===== config.mk =====
export PLATFORM = sky130hd
export DESIGN_NAME = cpu_top
export DESIGN_NICKNAME = d
export VERILOG_FILES = /design/src/hdl/cpu_pkg.sv /design/src/hdl/instr_decode.sv /design/src/hdl/code_fetch.sv /design/src/hdl/alu_execute.sv /design/src/hdl/reg_result.sv /design/src/hdl/cpu_top.sv
export SDC_FILE = /design/constraint.sdc
export NUM_CORES = 1
export LEC_CHECK = 0
export ABC_AREA = 1
export BUFFER_PORTS_ARGS = -buffer_cell sky130_fd_sc_hd__buf_2
export CAP_MARGIN = 10
export CORE_ASPECT_RATIO = 1.5
export CORE_MARGIN = 3
export CORE_UTILIZATION = 48
export DETAILED_ROUTE_END_ITERATION = 8
export PLACE_DENSITY = 0.62
export SYNTH_ARGS = -nofsm -noshare
export SYNTH_HDL_FRONTEND = slang
export SYNTH_HIERARCHICAL = 1
export SYNTH_SLANG_ARGS = --single-unit

===== constraint.sdc =====
create_clock -name i_clk -period 5.8 [get_ports i_clk]
set_input_delay 0.29 -clock i_clk [delete_from_list [all_inputs] [get_ports i_clk]]
set_output_delay 0.29 -clock i_clk [all_outputs]
set_load 0.05 [all_outputs]

===== src/hdl/cpu_pkg.sv =====
package cpu_pkg;

   localparam int CODE_AW = 8;   // 256 byte program space
   localparam int DATA_W  = 8;
   localparam int REG_AW  = 3;   // R0..R7

   // kept instruction set, unknown bytes fall to OP_ILLEGAL
   typedef enum logic [4:0] {
      OP_MOV_A_IMM,
      OP_MOV_R_IMM,
      OP_MOV_A_REG,
      OP_MOV_R_A,
      OP_ADD_A_IMM,
      OP_ADD_A_REG,
      OP_ADDC_A_IMM,
      OP_ADDC_A_REG,
      OP_SUBB_A_IMM,
      OP_SUBB_A_REG,
      OP_INC_A,
      OP_DEC_A,
      OP_INC_R,
      OP_DEC_R,
      OP_ANL_A_IMM,
      OP_ORL_A_IMM,
      OP_XRL_A_IMM,
      OP_CLR_A,
      OP_CPL_A,
      OP_CLR_C,
      OP_SETB_C,
      OP_SJMP,
      OP_JZ,
      OP_JNZ,
      OP_JC,
      OP_JNC,
      OP_DJNZ,
      OP_ILLEGAL
   } opcode_e;

   typedef enum logic [1:0] {
      ST_FETCH,   // opcode byte
      ST_OPND,    // immediate or offset byte
      ST_EXEC
   } seq_state_e;

   typedef struct packed {
      opcode_e             opcode;
      logic [REG_AW-1:0]   rn;
      logic                has_opnd;   // second byte follows
   } decode_t;

   typedef struct packed {
      logic                en;
      logic [REG_AW-1:0]   idx;
      logic [DATA_W-1:0]   data;
   } reg_wr_t;

   typedef struct packed {
      logic                valid;
      logic [CODE_AW-1:0]  pc;
      logic [DATA_W-1:0]   acc;
      logic                carry;
      reg_wr_t             wr;
   } commit_t;

endpackage


===== src/hdl/instr_decode.sv =====
`timescale 1ns/100ps

module instr_decode import cpu_pkg::*; (
   input  logic [DATA_W-1:0]  i_opbyte,
   output decode_t            o_dec
);

opcode_e op;

////////////////////////////////////////////////////////////////////////////
// opcode map, Rn groups share the upper five bits

always_comb begin
   casez (i_opbyte)
      8'h74:         op = OP_MOV_A_IMM;
      8'b0111_1???:  op = OP_MOV_R_IMM;    // 78..7f
      8'b1110_1???:  op = OP_MOV_A_REG;    // e8..ef
      8'b1111_1???:  op = OP_MOV_R_A;      // f8..ff
      8'h24:         op = OP_ADD_A_IMM;
      8'b0010_1???:  op = OP_ADD_A_REG;
      8'h34:         op = OP_ADDC_A_IMM;
      8'b0011_1???:  op = OP_ADDC_A_REG;
      8'h94:         op = OP_SUBB_A_IMM;
      8'b1001_1???:  op = OP_SUBB_A_REG;
      8'h04:         op = OP_INC_A;
      8'h14:         op = OP_DEC_A;
      8'b0000_1???:  op = OP_INC_R;
      8'b0001_1???:  op = OP_DEC_R;
      8'h54:         op = OP_ANL_A_IMM;
      8'h44:         op = OP_ORL_A_IMM;
      8'h64:         op = OP_XRL_A_IMM;
      8'he4:         op = OP_CLR_A;
      8'hf4:         op = OP_CPL_A;
      8'hc3:         op = OP_CLR_C;
      8'hd3:         op = OP_SETB_C;
      8'h80:         op = OP_SJMP;
      8'h60:         op = OP_JZ;
      8'h70:         op = OP_JNZ;
      8'h40:         op = OP_JC;
      8'h50:         op = OP_JNC;
      8'b1101_1???:  op = OP_DJNZ;         // d8..df
      default:       op = OP_ILLEGAL;      // runs as a one byte no-op
   endcase
end

always_comb begin
   o_dec.opcode = op;
   o_dec.rn     = i_opbyte[REG_AW-1:0];
   case (op)
      OP_MOV_A_IMM,
      OP_MOV_R_IMM,
      OP_ADD_A_IMM,
      OP_ADDC_A_IMM,
      OP_SUBB_A_IMM,
      OP_ANL_A_IMM,
      OP_ORL_A_IMM,
      OP_XRL_A_IMM:  o_dec.has_opnd = 1'b1;   // immediate
      OP_SJMP,
      OP_JZ,
      OP_JNZ,
      OP_JC,
      OP_JNC,
      OP_DJNZ:       o_dec.has_opnd = 1'b1;   // relative offset
      default:       o_dec.has_opnd = 1'b0;
   endcase
end

endmodule


===== src/hdl/code_fetch.sv =====
`timescale 1ns/100ps

module code_fetch import cpu_pkg::*; #(
   parameter int CODE_AW = cpu_pkg::CODE_AW
) (
   input  logic               i_clk,
   input  logic               i_nrst,
   input  logic               i_code_ack,
   input  logic [DATA_W-1:0]  i_code_data,
   input  decode_t            i_dec,
   input  logic               i_br_taken,
   input  logic [CODE_AW-1:0] i_br_target,
   output logic               o_code_req,
   output logic [CODE_AW-1:0] o_code_addr,
   output logic [DATA_W-1:0]  o_opbyte,
   output logic [DATA_W-1:0]  o_operand,
   output logic [CODE_AW-1:0] o_pc,
   output logic               o_exec
);

seq_state_e          state;
seq_state_e          state_next;
logic                req;
logic                ack_wait;      // byte taken, ack not yet seen low
logic                ack_low_seen;
logic                capture;
logic [CODE_AW-1:0]  pc;
logic [CODE_AW-1:0]  instr_pc;      // address of the opcode byte
logic [DATA_W-1:0]   opbyte_q;
logic [DATA_W-1:0]   operand_q;

////////////////////////////////////////////////////////////////////////////
// four-phase handshake

assign ack_low_seen = !ack_wait || !i_code_ack;
assign capture      = req && i_code_ack;

always_ff @(posedge i_clk or negedge i_nrst) begin
   if (!i_nrst) begin
      req      <= 1'b0;
      ack_wait <= 1'b0;
   end else begin
      if (capture)
         req <= 1'b0;
      else if (!req && ack_low_seen)
         req <= 1'b1;   // also fires on the exec edge for the next opcode
      if (capture)
         ack_wait <= 1'b1;
      else if (!i_code_ack)
         ack_wait <= 1'b0;
   end
end

////////////////////////////////////////////////////////////////////////////
// sequencer

always_comb begin
   state_next = state;
   case (state)
      ST_FETCH: begin
         if (capture)
            state_next = i_dec.has_opnd ? ST_OPND : ST_EXEC;
      end
      ST_OPND: begin
         if (capture)
            state_next = ST_EXEC;
      end
      default: state_next = ST_FETCH;
   endcase
end

always_ff @(posedge i_clk or negedge i_nrst) begin
   if (!i_nrst)
      state <= ST_FETCH;
   else
      state <= state_next;
end

// pc steps per byte, branch target replaces it on exec
always_ff @(posedge i_clk or negedge i_nrst) begin
   if (!i_nrst)
      pc <= '0;
   else if (capture)
      pc <= pc + CODE_AW'(1);
   else if (o_exec && i_br_taken)
      pc <= i_br_target;
end

always_ff @(posedge i_clk) begin
   if (capture && state == ST_FETCH) begin
      opbyte_q <= i_code_data;
      instr_pc <= pc;
   end
   if (capture && state == ST_OPND)
      operand_q <= i_code_data;
end

// decode sees the byte straight off the bus while it is captured
assign o_opbyte    = (state == ST_FETCH) ? i_code_data : opbyte_q;
assign o_operand   = operand_q;
assign o_pc        = instr_pc;
assign o_exec      = (state == ST_EXEC);
assign o_code_req  = req;
assign o_code_addr = pc;

endmodule


===== src/hdl/alu_execute.sv =====
`timescale 1ns/100ps

module alu_execute import cpu_pkg::*; #(
   parameter int CODE_AW = cpu_pkg::CODE_AW
) (
   input  logic               i_clk,
   input  logic               i_nrst,
   input  logic               i_exec,
   input  decode_t            i_dec,
   input  logic [DATA_W-1:0]  i_operand,
   input  logic [CODE_AW-1:0] i_pc,
   input  logic [DATA_W-1:0]  i_reg_rdata,
   output logic [DATA_W-1:0]  o_acc,
   output logic               o_carry,
   output reg_wr_t            o_reg_wr,
   output logic               o_br_taken,
   output logic [CODE_AW-1:0] o_br_target
);

logic [DATA_W-1:0]         acc;
logic                      carry;
logic [DATA_W-1:0]         acc_next;
logic                      carry_next;
logic [DATA_W-1:0]         src;
logic                      cin;
logic [DATA_W:0]           add_res;    // bit 8 is carry out
logic [DATA_W:0]           sub_res;    // bit 8 is borrow
logic [DATA_W-1:0]         reg_dec;
logic [CODE_AW+DATA_W-1:0] off_ext;

////////////////////////////////////////////////////////////////////////////
// ALU

assign src = (i_dec.opcode inside {OP_ADD_A_REG, OP_ADDC_A_REG, OP_SUBB_A_REG}) ?
             i_reg_rdata : i_operand;
assign cin = carry && (i_dec.opcode inside {OP_ADDC_A_IMM, OP_ADDC_A_REG});

assign add_res = {1'b0, acc} + {1'b0, src} + {{DATA_W{1'b0}}, cin};
assign sub_res = {1'b0, acc} - {1'b0, src} - {{DATA_W{1'b0}}, carry};
assign reg_dec = i_reg_rdata - DATA_W'(1);

always_comb begin
   acc_next   = acc;
   carry_next = carry;
   case (i_dec.opcode)
      OP_MOV_A_IMM:  acc_next = i_operand;
      OP_MOV_A_REG:  acc_next = i_reg_rdata;
      OP_ADD_A_IMM,
      OP_ADD_A_REG,
      OP_ADDC_A_IMM,
      OP_ADDC_A_REG: {carry_next, acc_next} = add_res;
      OP_SUBB_A_IMM,
      OP_SUBB_A_REG: {carry_next, acc_next} = sub_res;
      OP_INC_A:      acc_next = acc + DATA_W'(1);   // carry untouched
      OP_DEC_A:      acc_next = acc - DATA_W'(1);
      OP_ANL_A_IMM:  acc_next = acc & i_operand;
      OP_ORL_A_IMM:  acc_next = acc | i_operand;
      OP_XRL_A_IMM:  acc_next = acc ^ i_operand;
      OP_CLR_A:      acc_next = '0;
      OP_CPL_A:      acc_next = ~acc;
      OP_CLR_C:      carry_next = 1'b0;
      OP_SETB_C:     carry_next = 1'b1;
      default:       ;
   endcase
end

always_ff @(posedge i_clk or negedge i_nrst) begin
   if (!i_nrst) begin
      acc   <= '0;
      carry <= 1'b0;
   end else if (i_exec) begin
      acc   <= acc_next;
      carry <= carry_next;
   end
end

// register write-back, qualified by exec downstream
always_comb begin
   o_reg_wr.en   = 1'b1;
   o_reg_wr.idx  = i_dec.rn;
   o_reg_wr.data = reg_dec;
   case (i_dec.opcode)
      OP_MOV_R_IMM:  o_reg_wr.data = i_operand;
      OP_MOV_R_A:    o_reg_wr.data = acc;
      OP_INC_R:      o_reg_wr.data = i_reg_rdata + DATA_W'(1);
      OP_DEC_R,
      OP_DJNZ:       o_reg_wr.data = reg_dec;
      default:       o_reg_wr.en   = 1'b0;
   endcase
end

////////////////////////////////////////////////////////////////////////////
// branches

always_comb begin
   case (i_dec.opcode)
      OP_SJMP:  o_br_taken = 1'b1;
      OP_JZ:    o_br_taken = (acc == '0);
      OP_JNZ:   o_br_taken = (acc != '0);
      OP_JC:    o_br_taken = carry;
      OP_JNC:   o_br_taken = !carry;
      OP_DJNZ:  o_br_taken = (reg_dec != '0);
      default:  o_br_taken = 1'b0;
   endcase
end

// all branches are two bytes, offset is from the next instruction
assign off_ext     = {{CODE_AW{i_operand[DATA_W-1]}}, i_operand};
assign o_br_target = i_pc + CODE_AW'(2) + off_ext[CODE_AW-1:0];

assign o_acc   = acc;
assign o_carry = carry;

endmodule


===== src/hdl/reg_result.sv =====
`timescale 1ns/100ps

module reg_result import cpu_pkg::*; #(
   parameter int CODE_AW = cpu_pkg::CODE_AW
) (
   input  logic               i_clk,
   input  logic               i_nrst,
   input  logic               i_exec,
   input  decode_t            i_dec,
   input  logic [CODE_AW-1:0] i_pc,
   input  logic [DATA_W-1:0]  i_acc,
   input  logic               i_carry,
   input  reg_wr_t            i_reg_wr,
   output logic [DATA_W-1:0]  o_reg_rdata,
   output commit_t            o_commit
);

logic [DATA_W-1:0]   regs [2**REG_AW];
logic                commit_vld;
logic [CODE_AW-1:0]  commit_pc;
reg_wr_t             commit_wr;

////////////////////////////////////////////////////////////////////////////
// R0..R7

assign o_reg_rdata = regs[i_dec.rn];

always_ff @(posedge i_clk or negedge i_nrst) begin
   if (!i_nrst) begin
      for (int i = 0; i < 2**REG_AW; i++)
         regs[i] <= '0;
   end else if (i_exec && i_reg_wr.en) begin
      regs[i_reg_wr.idx] <= i_reg_wr.data;
   end
end

////////////////////////////////////////////////////////////////////////////
// commit record, one cycle after exec

always_ff @(posedge i_clk or negedge i_nrst) begin
   if (!i_nrst)
      commit_vld <= 1'b0;
   else
      commit_vld <= i_exec;   // single cycle pulse
end

always_ff @(posedge i_clk) begin
   if (i_exec) begin
      commit_pc <= i_pc;
      commit_wr <= i_reg_wr;
   end
end

// acc and carry were loaded on the same exec edge
always_comb begin
   o_commit.valid = commit_vld;
   o_commit.pc    = commit_pc;
   o_commit.acc   = i_acc;
   o_commit.carry = i_carry;
   o_commit.wr    = commit_wr;
end

endmodule


===== src/hdl/cpu_top.sv =====
`timescale 1ns/100ps

module cpu_top import cpu_pkg::*; #(
   parameter int CODE_AW = cpu_pkg::CODE_AW
) (
   input  logic               i_clk,
   input  logic               i_nrst,
   input  logic               i_code_ack,
   input  logic [DATA_W-1:0]  i_code_data,
   output logic               o_code_req,
   output logic [CODE_AW-1:0] o_code_addr,
   output commit_t            o_commit
);

decode_t             dec;
logic [DATA_W-1:0]   opbyte;
logic [DATA_W-1:0]   operand;
logic [CODE_AW-1:0]  pc;
logic                exec;
logic                br_taken;
logic [CODE_AW-1:0]  br_target;
logic [DATA_W-1:0]   acc;
logic                carry;
reg_wr_t             reg_wr;
logic [DATA_W-1:0]   reg_rdata;

code_fetch #(.CODE_AW(CODE_AW)) code_fetch_i (
   .i_clk         (i_clk),
   .i_nrst        (i_nrst),
   .i_code_ack    (i_code_ack),
   .i_code_data   (i_code_data),
   .i_dec         (dec),
   .i_br_taken    (br_taken),
   .i_br_target   (br_target),
   .o_code_req    (o_code_req),
   .o_code_addr   (o_code_addr),
   .o_opbyte      (opbyte),
   .o_operand     (operand),
   .o_pc          (pc),
   .o_exec        (exec)
);

instr_decode instr_decode_i (
   .i_opbyte      (opbyte),
   .o_dec         (dec)
);

alu_execute #(.CODE_AW(CODE_AW)) alu_execute_i (
   .i_clk         (i_clk),
   .i_nrst        (i_nrst),
   .i_exec        (exec),
   .i_dec         (dec),
   .i_operand     (operand),
   .i_pc          (pc),
   .i_reg_rdata   (reg_rdata),
   .o_acc         (acc),
   .o_carry       (carry),
   .o_reg_wr      (reg_wr),
   .o_br_taken    (br_taken),
   .o_br_target   (br_target)
);

reg_result #(.CODE_AW(CODE_AW)) reg_result_i (
   .i_clk         (i_clk),
   .i_nrst        (i_nrst),
   .i_exec        (exec),
   .i_dec         (dec),
   .i_pc          (pc),
   .i_acc         (acc),
   .i_carry       (carry),
   .i_reg_wr      (reg_wr),
   .o_reg_rdata   (reg_rdata),
   .o_commit      (o_commit)
);

endmodule


# Yosys cells after proc, flatten, opt, wreduce, memory -nomap -nowiden
# Memory sizes are Yosys's and may differ from the RTL's.
# Cells that the tools add are included.
[totals]
regBits = 130
romBits = 32
in_bits = 11
out_inout_bits = 39
word_cells = 153
n_memories = 1
[mem_list]
columns = ["memory", "depth", "width", "rd", "rd_ports_with_merged_regs", "wr", "line_no", "source"]
rows = [
  ["(name not given)", 32, 1, 1, 0, 0, "instr_decode.sv:49", "case (op)"],
]
[op_classes]
n_addsub = 11
magnitude_cmp = 2
eq_ne = 58
n_mux = 24
bitwise_logic = 5
n_reduce_logical = 30
[op_table]
columns = ["op", "count"]
rows = [
  ["$pmux 5 s27", 1],
  ["$pmux 8 s11", 1],
  ["$eq 5x5->1 const B", 15],
  ["$bwmux 64", 1],
  ["$eq 8x7->1 const B", 8],
  ["$mux 8", 7],
  ["$eq 8x8->1 const B", 6],
  ["$eq 5x4->1 const B", 9],
  ["$eq 5x3->1 const B", 6],
  ["$add 8x1->8 const B", 3],
  ["$bmux 8 s3", 1],
  ["$demux 8 s3", 1],
  ["$pmux 8 s3", 1],
  ["$eq 8x6->1 const B", 2],
  ["$reduce_bool 8->1", 2],
  ["$sub 8x1->8 const B", 2],
  ["$eq 5x2->1 const B", 3],
  ["$reduce_bool 11->1", 1],
  ["$eq 5x1->1 const B", 2],
  ["$add 8x8->9", 1],
  ["$add 9x1->9", 1],
  ["$sub 8x8->9", 1],
  ["$sub 9x1->9", 1],
  ["$add 8x2->8 const B", 1],
  ["other kinds (31)", 53],
]

# Depth between registers and ports, before layout
# Gate-level depths: netlist of run 1.
[logic_depth]
depth_word = 12
ltp_mapped = 39
mapped_depth_nobuf = 37

# Cells and area by module
# Netlist of run 1, hierarchy kept.
[by_module_without_submodules]
columns = ["module", "n_inst", "cells_per_inst", "area_per_inst_um2", "seq_area_each_um2"]
rows = [
  ["reg_result", 1, 472, 4036.4, 2227.1],
  ["alu_execute", 1, 585, 3484.6, 225.2],
  ["code_fetch", 1, 146, 1516.5, 1021.0],
  ["instr_decode", 1, 155, 770.7, 0.0],
]

# Least setup slack after synthesis of run 1
# OpenSTA, ideal clock, no wires.
[synth_timing]
path_type = "register -> register"
start = "register code_fetch_i.state[1]"
end = "register alu_execute_i.acc[6] (netlist: alu_execute_i/o_acc[6])"
setup_ns = 0.116
arrival_ns = 4.214
t_required_ns = 5.684
setup_slack_ns = 1.469
stages_incl_launch_ff = 37
path_buffers = 2
synth_period_minus_slack_ns = 4.331
path_cell_list = "dfrtp_1 > inv_1 > nand2_2 > inv_1 > nand2_1 > nand2_1 > inv_1 > nor2_1 > nand2_2 > inv_2 > nand3_1 > nand3_4 > nor2_4 > a21oi_1 > inv_1 > buf_2 > inv_2 > nand3_1 > nand2_1 > inv_2 > nor2_4 > buf_2 > o21ai_1 > fa_1 > fa_1 > nand2_1 > nand2_1 > nand2_1 > nand2_1 > nand2_1 > nand2_1 > nand3_1 > nand2_1 > nor2_1 > nand2_1 > nand2_1 > nand2_1"
[synth_lines]
columns = ["item", "line_no", "source"]
rows = [
  ["start, declared", "code_fetch.sv:21", "seq_state_e state;"],
  ["start signal, assigned", "code_fetch.sv:76", "state <= state_next;"],
  ["end signal, assigned", "alu_execute.sv:72", "acc <= acc_next;"],
  ["end, declared", "alu_execute.sv:20", "logic [DATA_W-1:0] acc;"],
]

==> results of run 1 <==
-- how the worst max path moves through the flow --
stage	start	to
5_1_grt	code_fetch_i/state[1]$_DFFE_PN0P_	alu_execute_i/o_acc[7]$_DFFE_PN0P_
4_1_cts	code_fetch_i/state[1]$_DFFE_PN0P_	alu_execute_i/o_acc[7]$_DFFE_PN0P_
3_5_place_dp	code_fetch_i/state[1]$_DFFE_PN0P_	alu_execute_i/o_acc[7]$_DFFE_PN0P_
2_1_floorplan	code_fetch_i/state[1]$_DFFE_PN0P_	alu_execute_i/o_acc[6]$_DFFE_PN0P_
3_3_place_gp	code_fetch_i/state[1]$_DFFE_PN0P_	alu_execute_i/o_acc[7]$_DFFE_PN0P_
6_report	code_fetch_i/state[1]$_DFFE_PN0P_	alu_execute_i/o_acc[7]$_DFFE_PN0P_
-- metal layers --
metal	share of wire, %	global-route usage, %	wire length, µm	vias to the layer above
met1	42	30.5	11300	4129
met4	2.9	8.92	781	0
met5	0	0	0	-
met3	3.1	2.91	843	46
li1	-	-	-	4402
met2	53	45.7	14300	190
-- placed cells by master (no fill, tap or decap), types with 17 or more instances in the layout --
cell type and n:
nand4_1 23, edfxtp_1 44, clkbuf_16 18, nand2_1 406, buf_2 48, ha_1 60
a21oi_1 39, o21ai_2 17, dfrtp_1 86, nand3_1 104, o21ai_0 41, inv_1 192
nor2_1 105, o21ai_1 49
-- kinds of logic after synthesis --
family | after synthesis
simple gates | 710
buf+inv | 257
compound gates | 177
fa+ha+maj | 66
flops | 130
xor+xnor | 18
-- critical path, delay by kind of cell, from the launching register on --
kind | cells | cell delay, ns
and+or+nand+nor | 20 | 2.35
buffers and inverters | 8 | 0.98
adders and majority gates | 2 | 0.77
AOI/OAI and AO/OA | 3 | 0.61
DFF | 1 | 0.43
-- through the flow --
step / utilization (%) / std cells / hold WS, ns
final: 53.6 / 1660 / 0.0968
after global routing: 53.6 / 1660 / 0.0856
after CTS: 53.6 / 1660 / 0.0829
after detailed placement: 50.5 / 1627 / 0.201
after global placement: 50.5 / 1627 / 0.200
after floorplan: - / 1358 / -0.00559
-- state kept, by name, indices dropped and copies added, names as in the netlist --
signal,cells
alu_execute_i/o_acc,8
alu_execute_i/o_carry,1
code_fetch_i/ack_wait,1
code_fetch_i/o_code_addr,8
code_fetch_i/o_code_req,1
code_fetch_i/o_operand,8
code_fetch_i/o_pc,8
code_fetch_i/opbyte_q,8
code_fetch_i/state,2
reg_result_i/commit_pc,8
reg_result_i/commit_vld,1
reg_result_i/o_commit,12
reg_result_i/regs,64
-- cell type report --
cell class,count,area (µm²),share of cell area [%]
clock buffer,19,458,4.29
sequential,130,3470,32.5
clock inverter,13,135,1.26
timing repair buffer,58,318,2.97
tap,260,325,3.04
multi-input combinational,971,5190,48.6
inverter,209,787,7.37
-- timing repair --
item	CTS	global route
hold buffers	1	0
endpoints found under the hold margin	20	0
resized for setup	0	0
==> results.toml, run 1 <==
[worst_setup_path]
r2r_slack_ns = 0.54
rr_startpoint = "code_fetch_i/state[1]$_DFFE_PN0P_"
crit_top_cell = "nand2_1"
worstPathRequired_ns = 6.11
critPathKind = "reg2reg"
cp_max_fo = 16
reg2reg_to = "alu_execute_i/o_acc[7]$_DFFE_PN0P_"
endpoint_kind = "flop"
reg2reg_depth = 33
arrival_ns = 5.57
crit_slowest_cell = "dfrtp_1"
startpoint_type = "flop"
slowest_delay_ns = 0.43

[placement]
hpwl_um = 20600
port_buffers = 49
dpl_cell_area_um2 = 10100
gp_congestion = 0.986
dp_slack_ns = 0.638

[floorplan]
rows = 63
start_util_pct = 49.2
core-area_um2 = 19900
die_y_um = 181
dieArea_um2 = 22200
die_w_um = 123
boundaryPins = 50

[clock_network]
cts_buffer_depth = 2
worstSkewPairLatency_ns = 0.42
cts-root-buf = "clkbuf_16"
cts_buffers = 17
cts_setup_buffers = 0
cts_max_level = 4
cts.reportedPaths.clkPinSlew_ns = 0.07
cts_num_sinks = 130
tritoncts = "yes"

[yosys]
syn_avg_cell_area_um2 = 7.22
muxShareOfSynthArea_pct = 0
synth_xor_area_share_pct = 1.61
syn_area_um2 = 9810
yosysTopAreaCell = "dfrtp_1"
synth_ff_type = "dfrtp_1"
yosys.area_share.simple_pct = 32.0
synth_edf_count = 44
ys_seq_elements = 130
synth_compound_area_share_pct = 10.4
async_flop_share_pct = 66.2
synth_commonest_cells = "nand2_1, inv_1, nor2_1, nand3_1, dfrtp_1"
yosys.area.top_type_share_pct = 21.9
syn-num-nets = 1435
synth_top_family_by_area = "simple AND/OR/NAND/NOR gates"
synth_area_leaders = "dfrtp_1, nand2_1, edfxtp_1"
synth.most_common_cell = "nand2_1"
ys_warn_count = 6
syn_inst = 1358
synth-adder-area-share_pct = 8.88
seq_area_frac_synth_pct = 35.4
yosysUniqueCellTypes = 50

[drt]
wl_per_cell_um = 16.4
drt-vias-per-instance = 5.28
drc = 0
drtIter0Drc = 791
vias = 8767
wirelength_um = 27300
drt_pre_antenna_iters = 5
ant_nets = 0

[final_layout]
diodes = 0
layout-drive-gt1-share_pct = 12.9
fillers = 2052
syn_to_final_growth_pct = 8.93
nNetsFinal = 1464
finalInstanceArea_um2 = 10700

[global_route]
grt_pass1_wl_um = 44100
grt_max_degree = 67
track_usage_pct = 25.3
grt_pass1_vias = 8449
overflow = 0
antenna_found_initial = 0

[sta]
setup_tns_ns = 0
fmax_mhz = 190
clock_skew_ns = 0.0138
rsz0062_at_grt = "false"
period_needed_ns = 5.26
finalSetupViolCount = 0
timing.final.hold_violations = 0
final.period_utilization_pct = 90.6
relSlewSlack_pct = 25.0
slew_viol_final = 0
setup_ws_ns = 0.544
tightest_slew_ns = 1.12

[worst_hold_path]
hp-class = "in2reg"
min_from = "i_code_data[6]"
worstHoldPathCells = 1
hold_end = "code_fetch_i/opbyte_q[6]$_DFFE_PP_"

[outcome]
status = "completed"

[run]
cap_violations = 0
Power of run 1 is left out: the tool's default activity adds up to more than one toggle a clock period on the data nets, which glitch-free logic cannot reach.
==> run 2, diff against run 1 <==
==> constraint.sdc (replaced) <==
create_clock -name i_clk -period 5.4 [get_ports i_clk]
set_input_delay 0.27 -clock i_clk [delete_from_list [all_inputs] [get_ports i_clk]]
set_output_delay 0.27 -clock i_clk [all_outputs]
set_load 0.05 [all_outputs]
==> run 2 against run 1 <==
Against the previous run:
- clock-buffer cell count increased by 1
- critical path depth increased by 2
- worst hold slack got worse by 0.032 ns
- non-clock buffer count increased by 4
- sequential share of layout area decreased by 0.17 points
==> results.toml, run 2 (synthesis gave the netlist of run 1 again) <==
[clock_network]
cts.reportedPaths.clkPinSlew_ns = 0.06
cts_buffer_depth = 2
cts_num_sinks = 130
tritoncts = "yes"
cts_buffers = 17
cts-root-buf = "clkbuf_16"
worstSkewPairLatency_ns = 0.43
cts_max_level = 4

[sta]
setup_tns_ns = 0
timing.final.hold_violations = 0
period_needed_ns = 4.93
tightest_slew_ns = 1.12
fmax_mhz = 203
relSlewSlack_pct = 24.6
final.period_utilization_pct = 91.2
finalSetupViolCount = 0
rsz0062_at_grt = "false"
slew_viol_final = 0
clock_skew_ns = 0.0138

[final_layout]
fillers = 2022
layout-drive-gt1-share_pct = 13.9
fin_cells = 1665
syn_to_final_growth_pct = 9.52
mostFrequentLayoutCells = "nand2_1, inv_1, nor2_1"
regMostFlops = "reg_result_i/regs"
diodes = 0
final_common_cell = "nand2_1"
largest_reg_flops = 64
nNetsFinal = 1469

[worst_setup_path]
crit_top_cell = "nand2_1"
worstPathRequired_ns = 5.71
crit_slowest_cell = "dfrtp_1"
startpoint_type = "flop"
slowest_delay_ns = 0.43
crit_family = "simple AND/OR/NAND/NOR gates"
crit_cells = 35
arrival_ns = 5.24
cp_max_fo = 11
worst-path-buf-inv = 8
endpoint_kind = "flop"
reg2reg_depth = 35
critPathKind = "reg2reg"

[drt]
vias = 8932
drt_pre_antenna_iters = 5
drt-vias-per-instance = 5.36
wl_per_cell_um = 16.7
drtIter0Drc = 929
wirelength_um = 27800
ant_nets = 0
drc = 0

[floorplan]
start_util_pct = 49.2
dieArea_um2 = 22200
rows = 63
die_w_um = 123
die_y_um = 181
boundaryPins = 50
core-area_um2 = 19900

[global_route]
overflow = 0
antenna_found_initial = 0
grt_pass1_vias = 8631
track_usage_pct = 25.8
grt_max_degree = 57
grt_pass1_wl_um = 45000

[placement]
dp_cells = 1628
hpwl_um = 20900
gp_congestion = 0.973
port_buffers = 49

[outcome]
status = "completed"

[worst_hold_path]
worstHoldPathCells = 1
hp-class = "in2reg"

[run]
cap_violations = 0
[run 2: cell types whose count changed in the layout (fill, tap and decap cells not counted), moves of 3 or more]
cell / before / now
buf_4: 9 / 13
nand2_1: 406 / 401
clkinv_2: 0 / 3
nand2_2: 15 / 19
clkinv_4: 1 / 4
[run 2: timing repair]
action | CTS | global route
buffers inserted | 0 | 3
hold buffers | 1 | 0
endpoints found under the hold margin | 30 | 0
gates resized for setup | 0 | 16
endpoints found under the setup margin | 0 | 9
[run 2: area by class of cell]
| type | count | area, µm² | share of cell area (%) |
|---|---|---|---|
| tap | 260 | 325 | 3.03 |
| timing repair buffer | 62 | 348 | 3.24 |
| clock buffer | 20 | 479 | 4.46 |
| clock inverter | 12 | 95.1 | 0.885 |
| inverter | 209 | 790 | 7.35 |
| multi-input combinational | 972 | 5230 | 48.7 |
| sequential | 130 | 3470 | 32.3 |
[run 2: metal layers]
| metal | vias up | global-route usage (%) | wire [µm] |
|---|---|---|---|
| met3 | 80 | 3.95 | 1330 |
| met5 | - | 0 | 0 |
| met1 | 4163 | 30.5 | 11100 |
| met4 | 0 | 11.3 | 1210 |
| met2 | 282 | 45.5 | 14200 |
| li1 | 4407 | - | - |
[run 2: through the flow]
stage | cell area [µm²] | setup slack, ns | utilization (%) | hold slack [ns]
2_1_floorplan | 9810 | 1.07 | - | -0.0256
3_3_place_gp | 10100 | 0.295 | 50.6 | 0.239
3_5_place_dp | 10100 | 0.185 | 50.6 | 0.239
4_1_cts | 10700 | 0.171 | 53.5 | 0.0641
5_1_grt | 10700 | 0.00684 | 53.9 | 0.0547
6_report | 10700 | 0.473 | 53.9 | 0.0643
[run 2: path summary, 6_finish.rpt]
path	from	endpoint	slack, ns
worst max register to register	code_fetch_i/state[1]$_DFFE_PN0P_	alu_execute_i/o_carry$_DFFE_PN0P_	0.47
worst max-delay path	code_fetch_i/state[1]$_DFFE_PN0P_	alu_execute_i/o_carry$_DFFE_PN0P_	0.47
worst min-delay path	i_code_data[5]	code_fetch_i/opbyte_q[5]$_DFFE_PP_	0.06
max in group asynchronous	i_nrst	reg_result_i/regs[12]$_DFFE_PN0P_	3.95
min in group asynchronous	i_nrst	reg_result_i/regs[49]$_DFFE_PN0P_	0.32
worst min register to register	code_fetch_i/ack_wait$_DFFE_PN0P_	code_fetch_i/o_code_req$_DFFE_PN0P_	0.47
Power of run 2 is left out for the same reason.
